<file path="src/hdl/issue_pkg.sv">
package issue_pkg;

    localparam int preg_w = 6;
    localparam int data_w = 32;
    localparam int rob_w  = 5;

    typedef logic [preg_w-1:0] preg_t;
    typedef logic [data_w-1:0] data_t;
    typedef logic [rob_w-1:0]  rob_tag_t;

    // upper bit selects the lane
    typedef enum logic [1:0] {
        op_alu1    = 2'd0,
        op_branch  = 2'd1,
        op_alu2    = 2'd2,
        op_special = 2'd3
    } op_class_t;

    typedef struct packed {
        logic      valid;
        op_class_t op_class;
        logic      rf_we;
        preg_t     dest;
        preg_t     src1;
        preg_t     src2;
        logic      src1_ready;
        logic      src2_ready;
        rob_tag_t  tag;
    } iq_entry_t;

    // alu2 and special ops go to lane 2
    function automatic logic is_lane2(op_class_t op_class);
        return op_class inside {op_alu2, op_special};
    endfunction

    // special results never wake consumers early
    function automatic preg_t wake_tag_of(logic valid, logic rf_we, op_class_t op_class,
                                          preg_t dest);
        return (valid && rf_we && op_class != op_special) ? dest : preg_t'(0);
    endfunction

endpackage

</file>
<file path="src/hdl/operand_stage.sv">
`timescale 1ns/1ps

module operand_stage import issue_pkg::*; (
    input  logic      clk,
    input  logic      arst_n,
    input  logic      flush,
    input  logic      sel1_valid,
    input  op_class_t sel1_op_class,
    input  logic      sel1_rf_we,
    input  preg_t     sel1_dest,
    input  preg_t     sel1_src1,
    input  preg_t     sel1_src2,
    input  rob_tag_t  sel1_tag,
    input  logic      sel2_valid,
    input  op_class_t sel2_op_class,
    input  logic      sel2_rf_we,
    input  preg_t     sel2_dest,
    input  preg_t     sel2_src1,
    input  preg_t     sel2_src2,
    input  rob_tag_t  sel2_tag,
    input  data_t     iss1_src1_rdata,
    input  data_t     iss1_src2_rdata,
    input  data_t     iss2_src1_rdata,
    input  data_t     iss2_src2_rdata,
    input  logic      wb1_we,
    input  preg_t     wb1_dest,
    input  data_t     wb1_data,
    input  logic      wb2_we,
    input  preg_t     wb2_dest,
    input  data_t     wb2_data,
    output preg_t     iss1_src1,
    output preg_t     iss1_src2,
    output preg_t     iss2_src1,
    output preg_t     iss2_src2,
    output preg_t     iss1_wake_tag,
    output preg_t     iss2_wake_tag,
    output logic      iss1_valid,
    output op_class_t iss1_op_class,
    output logic      iss1_rf_we,
    output preg_t     iss1_dest,
    output rob_tag_t  iss1_tag,
    output data_t     iss1_src1_value,
    output data_t     iss1_src2_value,
    output logic      iss2_valid,
    output op_class_t iss2_op_class,
    output logic      iss2_rf_we,
    output preg_t     iss2_dest,
    output rob_tag_t  iss2_tag,
    output data_t     iss2_src1_value,
    output data_t     iss2_src2_value
);

    // wb1 before wb2, tag 0 is never forwarded
    function automatic data_t forward(preg_t src, data_t rdata);
        data_t value;
        value = rdata;
        if (src != '0 && wb1_we && wb1_dest == src) begin
            value = wb1_data;
        end else if (src != '0 && wb2_we && wb2_dest == src) begin
            value = wb2_data;
        end
        return value;
    endfunction

    always_ff @(posedge clk or negedge arst_n) begin
        if (!arst_n) begin
            iss1_valid <= 1'b0;
            iss2_valid <= 1'b0;
        end else if (flush) begin
            iss1_valid <= 1'b0;
            iss2_valid <= 1'b0;
        end else begin
            iss1_valid <= sel1_valid;
            iss2_valid <= sel2_valid;
        end
    end

    // issue register payload
    always_ff @(posedge clk) begin
        iss1_op_class <= sel1_op_class;
        iss1_rf_we    <= sel1_rf_we;
        iss1_dest     <= sel1_dest;
        iss1_src1     <= sel1_src1;
        iss1_src2     <= sel1_src2;
        iss1_tag      <= sel1_tag;
        iss2_op_class <= sel2_op_class;
        iss2_rf_we    <= sel2_rf_we;
        iss2_dest     <= sel2_dest;
        iss2_src1     <= sel2_src1;
        iss2_src2     <= sel2_src2;
        iss2_tag      <= sel2_tag;
    end

    always_comb begin
        iss1_src1_value = forward(iss1_src1, iss1_src1_rdata);
        iss1_src2_value = forward(iss1_src2, iss1_src2_rdata);
        iss2_src1_value = forward(iss2_src1, iss2_src1_rdata);
        iss2_src2_value = forward(iss2_src2, iss2_src2_rdata);
    end

    assign iss1_wake_tag = wake_tag_of(iss1_valid, iss1_rf_we, iss1_op_class, iss1_dest);
    assign iss2_wake_tag = wake_tag_of(iss2_valid, iss2_rf_we, iss2_op_class, iss2_dest);

endmodule

</file>
<file path="config.mk">
export PLATFORM = sky130hd
export DESIGN_NAME = operand_stage
export DESIGN_NICKNAME = d
export VERILOG_FILES = /design/src/hdl/issue_pkg.sv /design/src/hdl/operand_stage.sv
export SDC_FILE = /design/constraint.sdc
export NUM_CORES = 1
export LEC_CHECK = 0
export BUFFER_PORTS_ARGS = -buffer_cell sky130_fd_sc_hd__buf_2
export CAP_MARGIN = 20
export CORE_AREA = 4 4 173 175
export CTS_CLUSTER_SIZE = 30
export DETAILED_ROUTE_END_ITERATION = 12
export DIE_AREA = 0 0 177 179
export PLACE_DENSITY_LB_ADDON = 0.08
export SLEW_MARGIN = 20
export SYNTH_ARGS = -nofsm -noshare
export SYNTH_HDL_FRONTEND = slang
export SYNTH_SLANG_ARGS = --single-unit
</file>
<file path="constraint.sdc">
create_clock -name clk -period 4.4 [get_ports clk]
set_input_delay 0.44 -clock clk [delete_from_list [all_inputs] [get_ports clk]]
set_output_delay 0.44 -clock clk [all_outputs]
set_load 0.005 [all_outputs]
</file>
==> flow_metrics.py <==
metrics = {
    "detailed_routing": {
        "post_drt_wl_per_cell_um": 18.00,
        "drtAntennaViolNets": 0,
        "routed-via-count": 5660,
        "vias_per_cell": 4.034,
        "wl_um": 25260,
        "drt_first_iter_violations": 199,
        "first_pass_iters": 4,
        "drc_errors": 0,
    },
    "synthesis": {
        "synthDistinctLibCells": 26,
        "ys_top_cells_by_area": "mux2i_1 (28%), dfxtp_1 (22%), a21oi_1 (14%), nor2_1 (10%), xnor2_1 (8.5%)",
        "synth_nets": 849,
        "synth_top_area_share_pct": 27.68,
        "ys_seq_area_share_pct": 23.57,
        "synth_top_area_cell": "mux2i_1",
        "syn_area_mm2": 0.004629,
        "synthCells": 586,
        "avgSynthCellArea_um2": 7.900,
        "yosys_warnings": 0,
        "ys_ff_latch": 54,
    },
    "min_path": {
        "hold_path.class": "input port to flip-flop",
    },
    "placed_design": {
        "place_congestion": 0.7995,
        "dpl.hpwl_um": 21020,
        "placed_cells": 1392,
        "portBuffers": 456,
    },
    "run_status": {
        "status": "finished, final reports clean",
    },
    "cts": {
        "post_cts_buffers": 0,
        "cts_tree": "done",
        "clock-sinks": 54,
        "clk_pin_slew_ps": 70,
        "htreeDepth": 2,
        "cts_buffers": 5,
        "clock_tree.root_cell": "clkbuf_16",
        "cts_buffer_depth": 2,
    },
    "timing": {
        "max_clock_freq_mhz": 298.7,
        "slew_violations": 0,
        "worst_slew_pin_slew_ps": 862.0,
        "timing.slew.headroom_pct": 42.54,
        "fin_tns_setup_ps": 0,
        "finalHoldViolCount": 0,
        "min_period_ps": 3348,
        "setup_viol": 0,
        "post-route-period-util_pct": 76.08,
        "rsz0062_at_grt": "no",
    },
    "pwr": {
        "vdd_drop_max_uv": 146.3,
        "powerDensity_mw_per_mm2": 188.4,
        "p_leak_uw": 0.003612,
    },
    "grt": {
        "grt_pass1_wl_um": 34970,
        "grt_max_degree": 42,
        "grt_use_total_pct": 14.37,
        "antenna_found_initial": 6,
        "overflow": 0,
        "grt_pass1_vias": 5667,
    },
    "layout": {
        "layout_commonest_cell": "buf_2",
        "final_cells": 1403,
        "nets": 1279,
        "final_cell_mix": "buf_2 (456), a21oi_1 (130), mux2i_1 (128), nor2_1 (128), dfxtp_1 (52)",
        "drive_gt1_share_pct": 48.38,
        "area_delta_synth_final_pct": 58.49,
    },
    "setup_path": {
        "critical_path_required_ps": 3960,
        "worstSetupPathType": "flip-flop to output pin",
        "critPathMaxFanout": 41,
        "crit_path_start_kind": "flip-flop",
        "critPathArrivalTime_ps": 2910,
        "crit_path_end_kind": "output pin",
        "worstPathCellList": "or4_1 > nor3_2 > or3_2 > buf_4 > nor2_1 > a21oi_1 > buf_2",
        "crit_slowest_cell": "or3_2",
        "cp_slowest_stage_delay_ps": 750,
    },
    "die": {
        "core_mm2": 0.02847,
        "die-height_um": 179,
        "initial_core_util_pct": 16.26,
        "io_pins": 457,
        "die-width_um": 177,
        "num_rows": 62,
        "dieArea_mm2": 0.03168,
    },
    "job": {
        "maxCapViolations": 0,
    },
}
-- worst max-delay path: cells and delay by family, from the launching register on --
| family | cells | cell delay [ps] |
|---|---|---|
| buffers and inverters | 2 | 530 |
| and+or+nand+nor | 4 | 1590 |
| DFF | 1 | 370 |
| AOI/OAI and AO/OA | 1 | 120 |
-- cell type report --
class / count / area [um^2]
multi-input cells: 483 / 3201
well taps: 384 / 480.5
fillers: 3302 / 21130
diodes: 2 / 5.005
flip-flops and latches: 54 / 1091
clock inverters: 2 / 13.76
repair buffers: 472 / 2417
clock buffers: 6 / 128.9
-- path summary, 6_finish.rpt --
check,from,endpoint,slack (ps),cells past startpoint
max,iss2_src2[2],iss2_src2_value[22],1050,7
min,sel1_dest[0],iss1_dest[0],240,1
max in group asynchronous,arst_n,iss1_valid,3840,2
min in group asynchronous,arst_n,iss2_valid,460,2
-- metal layers --
layer  share of wire, %  global-route usage (%)  routed length (um)  vias up
met4               0.81                   2.128                 204        8
li1                   -                       -                   -     2896
met2                 53                   27.60               13330      254
met5               0.19                       0                  48        -
met1                 38                   16.06                9485     2484
met3                8.7                   4.007                2187       18
-- report_power, final --
group          total, uW  internal [uW]  switching, uW
sequential           539            516           23.7
clock                388            213            176
combinational        455            241            214
total               1380            969            413
-- metrics by stage --
step / util, % / power [uW] / cell area (um^2) / setup WS (ps) / hold slack [ps]
finish: 25.77 / 1382 / 7337 / 1052 / 244.8
global route: 25.76 / 1471 / 7335 / 793.7 / 227.8
CTS: 25.75 / 1411 / 7332 / 963.5 / 234.3
detailed placement: 25.22 / 1012 / 7179 / 1291 / 226.0
global placement: 25.22 / 1018 / 7179 / 1327 / 226.4
floorplan: - / 722.1 / 4629 / 2169 / 144.4
-- timing repair --
item / CTS / global route
endpoints found under the hold margin: 2 / 0
hold buffers: 1 / 0
resized for setup: 0 / 0
-- logic make-up after synthesis --
| logic type | Yosys count | synth area share (%) |
|---|---|---|
| buf+inv | 49 | 7.595 |
| compound gates | 132 | 14.59 |
| simple gates | 175 | 17.49 |
| xor+xnor | 48 | 9.081 |
| flops | 54 | 23.57 |
| mux | 128 | 27.68 |
-- synth_stat cells --
library cell and instances:
a21oi_1 130, and2_1 12, and4_1 1, buf_12 3, buf_2 17, buf_4 6
buf_6 10, clkbuf_1 13, dfrtp_1 2, dfxtp_1 52, mux2i_1 128, nand2_1 3
nand3_1 7, nand4_1 6, nor2_1 128, nor2b_1 2, nor3_1 1, nor3_2 3
nor3_4 3, o211ai_2 2, or2_2 1, or3_1 4, or4_1 3, or4_4 1
xnor2_1 45, xor2_1 3
-- flip-flops by register name (all words and copies together) (netlist names), 2 cells and up --
register	count
iss1_dest	6
iss1_src1	6
iss1_src2	6
iss2_dest	6
iss2_src1	6
iss2_src2	6
iss1_tag	5
iss2_tag	5
iss1_op_class	2
iss2_op_class	2
Power figures use the tool's default switching activity.
